`src/logic/frontend_macros.svh`:
```
`ifndef FRONTEND_MACROS_SVH
`define FRONTEND_MACROS_SVH

// First fetch address after reset
`define RESET_PC 32'h1c00_0000

// Instruction buffer entries, power of two
`define IB_DEPTH 16

// Hold fetch while free entries drop below this
// Covers the pair in predecode and the pair at the cache
`define IB_FILL_LIMIT 4

// Bits 31..26 of a direct conditional branch
`define BR_OPCODE 6'b010110

`endif

```
`src/logic/frontend_pkg.sv`:
```
package frontend_pkg;

    // Byte address and raw instruction word
    typedef logic [31:0] addr_t;
    typedef logic [31:0] inst_t;

    // Backend pipeline control
    typedef struct packed {
        logic stall_if;
        logic stall_id;
        logic excp_flush;
    } ctrl_t;

    // Exception redirect target
    typedef addr_t ctrl_pc_t;

    // Fetch pair address, second word always first + 4
    typedef struct packed {
        addr_t pc_o_1;
        addr_t pc_o_2;
    } pc_out;

    // One predecoded pair
    typedef struct packed {
        logic  valid_1;
        logic  valid_2;
        addr_t pc_1;
        addr_t pc_2;
        inst_t inst_1;
        inst_t inst_2;
    } inst_and_pc_t;

    // Static prediction facts for one slot
    typedef struct packed {
        logic  is_branch;
        logic  pre_taken;
        addr_t pre_target;
    } branch_info;

endpackage

```
`src/logic/pc_reg.sv`:
```
`include "frontend_macros.svh"

module pc_reg
    import frontend_pkg::*;
(
    input  logic     clk,
    input  logic     arst_n_i,

    // Backend control
    input  ctrl_t    ctrl_i,
    input  ctrl_pc_t ctrl_pc_i,
    input  logic     branch_flush_i,
    input  addr_t    branch_actual_addr_i,

    // Static prediction redirect from bpu
    input  logic     pre_taken_or_not_i,
    input  addr_t    pre_branch_addr_i,

    // Buffer near full
    input  logic     ib_hold_i,

    // Cache request
    output pc_out    pc_o,
    output logic     inst_en_1_o,
    output logic     inst_en_2_o
);

    addr_t pc_q;
    addr_t pc_next;
    logic  run_q;
    logic  fetching;

    // Fetch starts one edge after reset is released
    assign fetching = run_q & ~ctrl_i.stall_if & ~ib_hold_i;

    ////////////////////////////////////////////////////////////////////
    // Next pair address, highest priority first
    ////////////////////////////////////////////////////////////////////
    always_comb begin
        if (ctrl_i.excp_flush) begin
            pc_next = ctrl_pc_i;
        end else if (branch_flush_i) begin
            pc_next = branch_actual_addr_i;
        end else if (pre_taken_or_not_i) begin
            pc_next = pre_branch_addr_i;
        end else if (fetching) begin
            // Two words per cycle
            pc_next = pc_q + 32'd8;
        end else begin
            pc_next = pc_q;
        end
    end

    always_ff @(posedge clk or negedge arst_n_i) begin
        if (!arst_n_i) begin
            pc_q  <= `RESET_PC;
            run_q <= 1'b0;
        end else begin
            pc_q  <= pc_next;
            run_q <= 1'b1;
        end
    end

    assign pc_o.pc_o_1 = pc_q;
    assign pc_o.pc_o_2 = pc_q + 32'd4;

    // Both slots are always requested together
    assign inst_en_1_o = fetching;
    assign inst_en_2_o = fetching;

endmodule

```
`src/logic/bpu.sv`:
```
`include "frontend_macros.svh"

module bpu
    import frontend_pkg::*;
(
    input  logic         clk,
    input  logic         arst_n_i,
    input  logic         branch_flush_i,
    input  logic         excp_flush_i,

    // Request as issued to the cache this cycle
    input  pc_out        pc_i,
    input  logic         inst_en_1_i,
    input  logic         inst_en_2_i,

    // Cache data for last cycle's request
    input  inst_t        inst_1_i,
    input  inst_t        inst_2_i,

    // Redirect toward pc_reg, same cycle
    output logic         pre_taken_or_not_o,
    output addr_t        pre_branch_addr_o,

    // Registered pair toward the buffer
    output inst_and_pc_t inst_and_pc_o,
    output branch_info   branch_info1_o,
    output branch_info   branch_info2_o,
    output logic         fetch_inst_1_en_o,
    output logic         fetch_inst_2_en_o
);

    logic       flush;

    // In-flight request
    pc_out      req_pc_q;
    logic       req_en_1_q;
    logic       req_en_2_q;
    logic       kill_q;

    // Predecode
    branch_info info_1;
    branch_info info_2;
    logic       live_1;
    logic       live_2;
    logic       take_1;
    logic       keep_2;
    logic       take_2;

    // Output stage
    logic       out_v1_q;
    logic       out_v2_q;
    addr_t      out_pc1_q;
    addr_t      out_pc2_q;
    inst_t      out_inst1_q;
    inst_t      out_inst2_q;
    branch_info out_info1_q;
    branch_info out_info2_q;

    // Opcode match, target is pc + 4 * sext(imm16), backward means taken
    function automatic branch_info predecode(input addr_t pc, input inst_t inst);
        branch_info bi;
        addr_t      offset;
        offset        = {{14{inst[15]}}, inst[15:0], 2'b00};
        bi.is_branch  = (inst[31:26] == `BR_OPCODE);
        bi.pre_taken  = bi.is_branch & inst[15];
        bi.pre_target = bi.is_branch ? pc + offset : '0;
        return bi;
    endfunction

    assign flush = branch_flush_i | excp_flush_i;

    ////////////////////////////////////////////////////////////////////
    // Request capture, lines up with the cache data one cycle later
    ////////////////////////////////////////////////////////////////////
    always_ff @(posedge clk or negedge arst_n_i) begin
        if (!arst_n_i) begin
            req_en_1_q <= 1'b0;
            req_en_2_q <= 1'b0;
            kill_q     <= 1'b0;
        end else if (flush) begin
            req_en_1_q <= 1'b0;
            req_en_2_q <= 1'b0;
            kill_q     <= 1'b0;
        end else begin
            req_en_1_q <= inst_en_1_i;
            req_en_2_q <= inst_en_2_i;
            // Pair issued alongside a redirect is wrong-path
            kill_q     <= pre_taken_or_not_o;
        end
    end

    always_ff @(posedge clk) begin
        req_pc_q <= pc_i;
    end

    ////////////////////////////////////////////////////////////////////
    // Static prediction
    ////////////////////////////////////////////////////////////////////
    assign info_1 = predecode(req_pc_q.pc_o_1, inst_1_i);
    assign info_2 = predecode(req_pc_q.pc_o_2, inst_2_i);

    assign live_1 = req_en_1_q & ~kill_q;
    assign live_2 = req_en_2_q & ~kill_q;

    // Taken slot 1 discards slot 2
    assign take_1 = live_1 & info_1.pre_taken;
    assign keep_2 = live_2 & ~take_1;
    assign take_2 = keep_2 & info_2.pre_taken;

    assign pre_taken_or_not_o = take_1 | take_2;
    assign pre_branch_addr_o  = take_1 ? info_1.pre_target : info_2.pre_target;

    // Surviving slots toward the buffer
    always_ff @(posedge clk or negedge arst_n_i) begin
        if (!arst_n_i) begin
            out_v1_q <= 1'b0;
            out_v2_q <= 1'b0;
        end else if (flush) begin
            out_v1_q <= 1'b0;
            out_v2_q <= 1'b0;
        end else begin
            out_v1_q <= live_1;
            out_v2_q <= keep_2;
        end
    end

    always_ff @(posedge clk) begin
        out_pc1_q   <= req_pc_q.pc_o_1;
        out_pc2_q   <= req_pc_q.pc_o_2;
        out_inst1_q <= inst_1_i;
        out_inst2_q <= inst_2_i;
        out_info1_q <= info_1;
        out_info2_q <= info_2;
    end

    always_comb begin
        inst_and_pc_o.valid_1 = out_v1_q;
        inst_and_pc_o.valid_2 = out_v2_q;
        inst_and_pc_o.pc_1    = out_pc1_q;
        inst_and_pc_o.pc_2    = out_pc2_q;
        inst_and_pc_o.inst_1  = out_inst1_q;
        inst_and_pc_o.inst_2  = out_inst2_q;
    end

    assign branch_info1_o    = out_info1_q;
    assign branch_info2_o    = out_info2_q;
    assign fetch_inst_1_en_o = out_v1_q;
    assign fetch_inst_2_en_o = out_v2_q;

endmodule

```
`src/logic/instbuffer.sv`:
```
`include "frontend_macros.svh"

module instbuffer
    import frontend_pkg::*;
(
    input  logic         clk,
    input  logic         arst_n_i,
    input  logic         flush_i,
    input  logic         stall_id_i,

    // Write side from bpu
    input  inst_and_pc_t inst_and_pc_i,
    input  branch_info   branch_info1_i,
    input  branch_info   branch_info2_i,
    input  logic         fetch_inst_1_en_i,
    input  logic         fetch_inst_2_en_i,

    // Read side toward issue
    input  logic         send_inst_1_en_i,
    input  logic         send_inst_2_en_i,
    output inst_and_pc_t inst_and_pc_o,
    output branch_info   branch_info1_o,
    output branch_info   branch_info2_o,

    output logic         ib_hold_o
);

    localparam int DEPTH = `IB_DEPTH;
    localparam int PTR_W = $clog2(DEPTH);
    localparam int CNT_W = PTR_W + 1;

    typedef logic [PTR_W-1:0] ptr_t;
    typedef logic [CNT_W-1:0] cnt_t;

    typedef struct packed {
        addr_t      pc;
        inst_t      inst;
        branch_info info;
    } ib_entry_t;

    ib_entry_t mem [DEPTH];

    ptr_t      rd_ptr_q;
    ptr_t      wr_ptr_q;
    cnt_t      count_q;

    ptr_t      wr_ptr_2;
    ptr_t      rd_ptr_2;
    ib_entry_t new_1;
    ib_entry_t new_2;
    ib_entry_t head_1;
    ib_entry_t head_2;
    logic      vld_1;
    logic      vld_2;
    logic      take_1;
    logic      take_2;
    cnt_t      n_wr;
    cnt_t      n_rd;
    cnt_t      free_cnt;

    ////////////////////////////////////////////////////////////////////
    // Write side, compacted
    ////////////////////////////////////////////////////////////////////
    assign new_1 = '{pc: inst_and_pc_i.pc_1, inst: inst_and_pc_i.inst_1, info: branch_info1_i};
    assign new_2 = '{pc: inst_and_pc_i.pc_2, inst: inst_and_pc_i.inst_2, info: branch_info2_i};

    // Lone slot 2 lands on the next free entry
    assign wr_ptr_2 = wr_ptr_q + ptr_t'(fetch_inst_1_en_i);
    assign n_wr     = cnt_t'(fetch_inst_1_en_i) + cnt_t'(fetch_inst_2_en_i);

    always_ff @(posedge clk) begin
        if (fetch_inst_1_en_i) begin
            mem[wr_ptr_q] <= new_1;
        end
        if (fetch_inst_2_en_i) begin
            mem[wr_ptr_2] <= new_2;
        end
    end

    ////////////////////////////////////////////////////////////////////
    // Read side, two oldest entries
    ////////////////////////////////////////////////////////////////////
    assign rd_ptr_2 = rd_ptr_q + ptr_t'(1);
    assign head_1   = mem[rd_ptr_q];
    assign head_2   = mem[rd_ptr_2];

    assign vld_1 = (count_q != '0);
    assign vld_2 = (count_q > cnt_t'(1));

    // send_inst_2_en_i alone takes nothing
    assign take_1 = send_inst_1_en_i & vld_1 & ~stall_id_i;
    assign take_2 = take_1 & send_inst_2_en_i & vld_2;
    assign n_rd   = cnt_t'(take_1) + cnt_t'(take_2);

    always_comb begin
        inst_and_pc_o.valid_1 = vld_1;
        inst_and_pc_o.valid_2 = vld_2;
        inst_and_pc_o.pc_1    = head_1.pc;
        inst_and_pc_o.pc_2    = head_2.pc;
        inst_and_pc_o.inst_1  = head_1.inst;
        inst_and_pc_o.inst_2  = head_2.inst;
    end

    assign branch_info1_o = head_1.info;
    assign branch_info2_o = head_2.info;

    // Pointers and occupancy
    always_ff @(posedge clk or negedge arst_n_i) begin
        if (!arst_n_i) begin
            rd_ptr_q <= '0;
            wr_ptr_q <= '0;
            count_q  <= '0;
        end else if (flush_i) begin
            rd_ptr_q <= '0;
            wr_ptr_q <= '0;
            count_q  <= '0;
        end else begin
            rd_ptr_q <= rd_ptr_q + ptr_t'(n_rd);
            wr_ptr_q <= wr_ptr_q + ptr_t'(n_wr);
            count_q  <= count_q + n_wr - n_rd;
        end
    end

    // Pending write counted as taken, reads ignored
    assign free_cnt  = cnt_t'(DEPTH) - count_q;
    assign ib_hold_o = (free_cnt < n_wr + cnt_t'(`IB_FILL_LIMIT));

endmodule

```
`src/logic/frontend_top.sv`:
```
module frontend_top
    import frontend_pkg::*;
(
    input  logic         clk,
    input  logic         arst_n_i,
    input  ctrl_t        ctrl_i,
    input  ctrl_pc_t     ctrl_pc_i,
    input  logic         branch_flush_i,
    input  addr_t        branch_actual_addr_i,

    // Instruction cache
    input  inst_t        inst_1_i,
    input  inst_t        inst_2_i,
    output logic         inst_en_1_o,
    output logic         inst_en_2_o,
    output addr_t        pc1_o,
    output addr_t        pc2_o,

    // Issue handshake
    input  logic         send_inst_1_en_i,
    input  logic         send_inst_2_en_i,
    output branch_info   branch_info1_o,
    output branch_info   branch_info2_o,
    output inst_and_pc_t inst_and_pc_o
);

    pc_out        pc;
    logic         pre_taken_or_not;
    addr_t        pre_branch_addr;
    logic         ib_hold;
    logic         any_flush;

    // bpu to buffer
    inst_and_pc_t bpu_pair;
    branch_info   bpu_info1;
    branch_info   bpu_info2;
    logic         fetch_inst_1_en;
    logic         fetch_inst_2_en;

    assign any_flush = branch_flush_i | ctrl_i.excp_flush;

    assign pc1_o = pc.pc_o_1;
    assign pc2_o = pc.pc_o_2;

    pc_reg u_pc_reg (
        .clk                  (clk),
        .arst_n_i             (arst_n_i),
        .ctrl_i               (ctrl_i),
        .ctrl_pc_i            (ctrl_pc_i),
        .branch_flush_i       (branch_flush_i),
        .branch_actual_addr_i (branch_actual_addr_i),
        .pre_taken_or_not_i   (pre_taken_or_not),
        .pre_branch_addr_i    (pre_branch_addr),
        .ib_hold_i            (ib_hold),
        .pc_o                 (pc),
        .inst_en_1_o          (inst_en_1_o),
        .inst_en_2_o          (inst_en_2_o)
    );

    bpu u_bpu (
        .clk                (clk),
        .arst_n_i           (arst_n_i),
        .branch_flush_i     (branch_flush_i),
        .excp_flush_i       (ctrl_i.excp_flush),
        .pc_i               (pc),
        .inst_en_1_i        (inst_en_1_o),
        .inst_en_2_i        (inst_en_2_o),
        .inst_1_i           (inst_1_i),
        .inst_2_i           (inst_2_i),
        .pre_taken_or_not_o (pre_taken_or_not),
        .pre_branch_addr_o  (pre_branch_addr),
        .inst_and_pc_o      (bpu_pair),
        .branch_info1_o     (bpu_info1),
        .branch_info2_o     (bpu_info2),
        .fetch_inst_1_en_o  (fetch_inst_1_en),
        .fetch_inst_2_en_o  (fetch_inst_2_en)
    );

    instbuffer u_instbuffer (
        .clk               (clk),
        .arst_n_i          (arst_n_i),
        .flush_i           (any_flush),
        .stall_id_i        (ctrl_i.stall_id),
        .inst_and_pc_i     (bpu_pair),
        .branch_info1_i    (bpu_info1),
        .branch_info2_i    (bpu_info2),
        .fetch_inst_1_en_i (fetch_inst_1_en),
        .fetch_inst_2_en_i (fetch_inst_2_en),
        .send_inst_1_en_i  (send_inst_1_en_i),
        .send_inst_2_en_i  (send_inst_2_en_i),
        .inst_and_pc_o     (inst_and_pc_o),
        .branch_info1_o    (branch_info1_o),
        .branch_info2_o    (branch_info2_o),
        .ib_hold_o         (ib_hold)
    );

endmodule

```
`config.mk`:
```
export PLATFORM = sky130hd
export DESIGN_NAME = frontend_top
export DESIGN_NICKNAME = d
export VERILOG_FILES = /design/src/logic/frontend_pkg.sv /design/src/logic/pc_reg.sv /design/src/logic/bpu.sv /design/src/logic/instbuffer.sv /design/src/logic/frontend_top.sv
export VERILOG_INCLUDE_DIRS = /design/src /design/src/logic
export SDC_FILE = /design/constraint.sdc
export NUM_CORES = 2
export LEC_CHECK = 0
export BUFFER_PORTS_ARGS = -buffer_cell sky130_fd_sc_hd__buf_4
export CAP_MARGIN = 40
export CORE_UTILIZATION = 45
export DETAILED_ROUTE_END_ITERATION = 12
export SYNTH_ARGS = -nofsm -noshare
export SYNTH_HDL_FRONTEND = slang
export SYNTH_HIERARCHICAL = 1
export SYNTH_SLANG_ARGS = --single-unit
```
`constraint.sdc`:
```
create_clock -name clk -period 8.85 [get_ports clk]
set_clock_uncertainty 0.1 [all_clocks]
set_input_delay 0 -clock clk [delete_from_list [all_inputs] [get_ports clk]]
set_output_delay 0 -clock clk [all_outputs]
set_load 0.01 [all_outputs]
```
# Word level (Yosys, flattened, before mapping)
# Memories as Yosys holds them, arrays and structs flattened.
# Index checks and enable logic that the tools add are counted.
# op_classes
mux,18
n_reduce_logical,2
magnitude_cmp,2
eq_ne,2
add_sub_neg,14
bitwise_logic,19
# ops
operator,n
$mux 32,7
$add 32x32->32,2
$add 32x3->32 const B,1
$add 32x4->32 const B,1
$and 1x1->1,12
$eq 6x5->1 const B,2
$add 4x4->4,2
$mux 1,8
$mux 4,2
$add 5x3->5 const B,1
$add 5x5->5,1
$gt 5x1->1 const B,1
$lt 5x5->1,1
$mux 5,1
$not 1->1,5
$reduce_bool 5->1,1
$sub 5x5->5,1
$sub 5x5->5 const A,1
$add 1x1->2,2
$add 4x1->4,1
$add 4x1->4 const B,1
$reduce_bool 4->1,1
$or 1x1->1,2
# word_totals
mem_count,1
ramBits,1568
input_bits,136
regBits,310
elab_cells,79
out_inout_bits,264
# mem_list
memory,depth,width,rd,rd_clocked_by_memory_dff,wr,line,rtl
u_instbuffer.mem,16,98,2,0,2,instbuffer.sv:41,ib_entry_t mem [DEPTH];

# Logic depth before layout (Yosys ltp)
# logic_depth
word_depth,10
mapped_depth,16
depth_no_buf,16

# Cells and area by module
# The synthesis kept the hierarchy.
# modules_own_cells
mod,cells_each,n_inst,area_per_inst_um2,seq_area_each_um2
instbuffer,5420,1,91820.6,47410.5
bpu,869,1,9390.3,5330.1
pc_reg,424,1,3208.1,829.5
frontend_top,1,1,6.3,0.0

# Worst setup path before layout
# OpenSTA, ideal clock, no wires.
# synth_path
kind,register -> register
from,register u_instbuffer.wr_ptr_q[2]
to,memory u_instbuffer/mem[0][0] (netlist bit) (enable)
path_buffers,1
synth_period_minus_slack_ps,8533
path_slack_ps,317
required_time_ps,8060
setup_time_ps,690
t_arrival_ps,7743
stages_incl_launch_ff,5
cell_sequence,dfrtp_1 buf_2 inv_1 nand3_1 o21ai_0
# synth_rtl
element,line,rtl
start: declaration,instbuffer.sv:44,ptr_t wr_ptr_q;
start signal: assignment,instbuffer.sv:119,wr_ptr_q <= wr_ptr_q + ptr_t'(n_wr);
end: declaration,instbuffer.sv:41,

==> flow_summary_export.csv <==
group,metric,value,unit
sta,rsz0062_at_grt,"no",
floorplan,die_x,484,um
sta,max_slew_margin,15.7,%
routing,wl_per_cell,38.4,um
power,power_density,177,nW/um^2
cells_and_area,drive_above_1_share,45.6,%
setup_path,crit_start,"u_instbuffer/rd_ptr_q[0]$_DFF_PN0_",
global_routing,grt_util_all_layers,33.1,%
floorplan,die_h,484,um
clock_network,clock_sinks,1879,
worst_hold_path,hp-class,"in2reg",
global_routing,grt_overflow_total,0,
placed_design,routabilityCongestion,0.946,
setup_path,worstPathArrival,5.84,ns
routing,vias_per_cell,6.81,
global_routing,grt_pass1_vias,69881,
placed_design,dp.cells,9589,
cells_and_area,final_nets,7271,
routing,drt_first_pass_iters,8,
cells_and_area,final_cell_area,120000,um^2
sta,worst-slew-pin-transition,1.27,ns
sta,max_freq,0.168,GHz
clock_network,h-tree-depth,4,
run,maxCapViolations,0,
sta,worst_slack,2.91,ns
clock_network,post_cts_buffers,0,
clock_network,clk_pin_slew,0.06,ns
setup_path,r2r_cells,16,
placed_design,portBuffers,399,
clock_network,clockBufferDepth,3,
setup_path,critPathKind,"reg2out",
sta,fin_setup_tns,0,ns
cells_and_area,seq_area,53600,um^2
floorplan,core,230000,um^2
logic_synthesis,synth_warnings,6,
cells_and_area,synthToLayoutAreaGrowth,15.3,%
worst_hold_path,min_from,"branch_actual_addr_i[10]",
placed_design,pre_cts_slack,3.84,ns
power,leakage,40.8,nW
global_routing,antenna_found_initial,15,
setup_path,r2r-start,"u_bpu/req_pc_q[34]$_DFF_P_",
global_routing,grt_max_degree,154,
cells_and_area,instances_no_fill,10277,
setup_path,crit_fanout,153,
setup_path,crit_path_end_kind,"output port",
cells_and_area,multiInputGateArea,47700,um^2
floorplan,dieArea,234000,um^2
setup_path,cp-start-kind,"register",
clock_network,root_buffer,"clkbuf_16",
power,p_total,21.3,mW
worst_hold_path,min_path_cells,5,
routing,ant_nets,0,
floorplan,row_count,176,
cells_and_area,fillers,18927,
sta,timing.final.hold_violations,0,
floorplan,top_level_ports,400,
placed_design,placed_cell_area,110000,um^2
logic_synthesis,mappedNetlistArea,104000,um^2
sta,layout_min_cycle_time,5.94,ns
sta,setup_viol,0,
global_routing,grt_first_pass_wirelength,544000,um
routing,routed-via-count,70036,
sta,slew_violations,0,
floorplan,initial_core_util,45.3,%
clock_network,clk_latency,0.88,ns
sta,fin_crit_sh,67.1,%
clock_network,cts_tree,"yes",
routing,first_iter_violations,8810,
placed_design,hpwl,227000,um
logic_synthesis,synthCells,6712,
logic_synthesis,synth_nets,6935,
outcome,status,"complete, no violations",
routing,drt_wl_total,394000,um
logic_synthesis,avgSynthCellArea,15.6,um^2
power,ir_drop,0.225,mV
routing,drc,0,
setup_path,required,8.75,ns
clock_network,numCtsBuffers,210,
## repair_timing
item,4_1_cts,5_1_grt
hold endpoints to repair,221,0
gates resized for setup,0,0
endpoints found under the setup margin,0,0
hold buffers,272,0
## layer usage
metal / share of wire (%) / vias up / GRT usage, %
li1: - / 27874 / -
met1: 39 / 37128 / 44.4
met2: 45 / 4230 / 49.9
met3: 9.7 / 798 / 6.75
met4: 6.5 / 6 / 19.2
met5: 0.0074 / - / 0
## sequential cells by signal (all words and copies together) (netlist names), 4 cells and up
register	count
u_pc_reg/pc_q	32
u_instbuffer/count_q	5
u_bpu/out_pc1_q	32
u_bpu/req_pc_q	64
u_instbuffer/rd_ptr_q	4
u_bpu/out_pc2_q	32
u_instbuffer/mem	1568
u_bpu/branch_info2_o	34
u_bpu/branch_info1_o	34
u_bpu/out_inst2_q	32
u_bpu/out_inst1_q	32
u_instbuffer/wr_ptr_q	4
## cells in the final DEF (no fill, tap or decap), types with 59 or more instances in the layout
| master | n |
|---|---|
| a21boi_0 | 199 |
| a21oi_1 | 91 |
| a22o_1 | 101 |
| a22oi_1 | 201 |
| buf_4 | 502 |
| clkbuf_16 | 213 |
| dfxtp_1 | 260 |
| dlygate4sd3_1 | 271 |
| edfxtp_1 | 1568 |
| ha_1 | 80 |
| mux2_1 | 59 |
| mux2_2 | 1526 |
| mux4_2 | 784 |
| nand2_1 | 191 |
| nor2_1 | 106 |
| or3_1 | 104 |
## worst paths after layout
| path | end | slack [ns] |
|---|---|---|
| hold reg to reg | u_bpu/out_pc2_q[10]$_DFF_P_ | 0.28 |
| setup / recovery | branch_info2_o[6] | 2.91 |
| max in group asynchronous | u_pc_reg/pc_q[10]$_DFFE_PN0P_ | 8.14 |
| min in group asynchronous | u_pc_reg/pc_q[28]$_DFFE_PN1P_ | 0.15 |
| setup reg to reg | u_pc_reg/pc_q[24]$_DFFE_PN0P_ | 3.64 |
| hold / removal | u_pc_reg/pc_q[10]$_DFFE_PN0P_ | 0.05 |
## stage by stage
| stage | utilization (%) | hold slack, ns |
|---|---|---|
| final | 52.3 | 0.0546 |
| after global routing | 52.3 | 0.0577 |
| after CTS | 52.3 | 0.000981 |
| after detailed placement | 47.9 | 0.00615 |
| after global placement | 47.5 | 0.00550 |
| after floorplan | - | -0.396 |
## power breakdown
part / leakage [nW] / total [mW] / internal [mW] / switching (mW)
clock: 3.51 / 9.22 / 5.41 / 3.81
combinational: 20.0 / 1.94 / 0.973 / 0.967
sequential: 17.3 / 10.1 / 9.72 / 0.418
total: 40.8 / 21.3 / 16.1 / 5.19
## cell type report
cell class | count | area share [%]
flip-flops and latches | 1879 | 44.5
clock inverters | 108 | 1.05
clock buffers | 289 | 4.95
well taps | 3026 | 3.14
repair buffers | 837 | 6.57
diodes | 18 | 0.0374
inverters | 52 | 0.162
multi-input cells | 4068 | 39.6
## critical path: stages (launching register included)
cell and delay (ns):
dfrtp_4 0.85, buf_4 0.73, buf_12 0.51, buf_12 0.72, mux4_2 0.60, a22o_1 0.25, or3_1 0.53, buf_4 0.21
No activity file was read; power rests on OpenSTA's default activity.
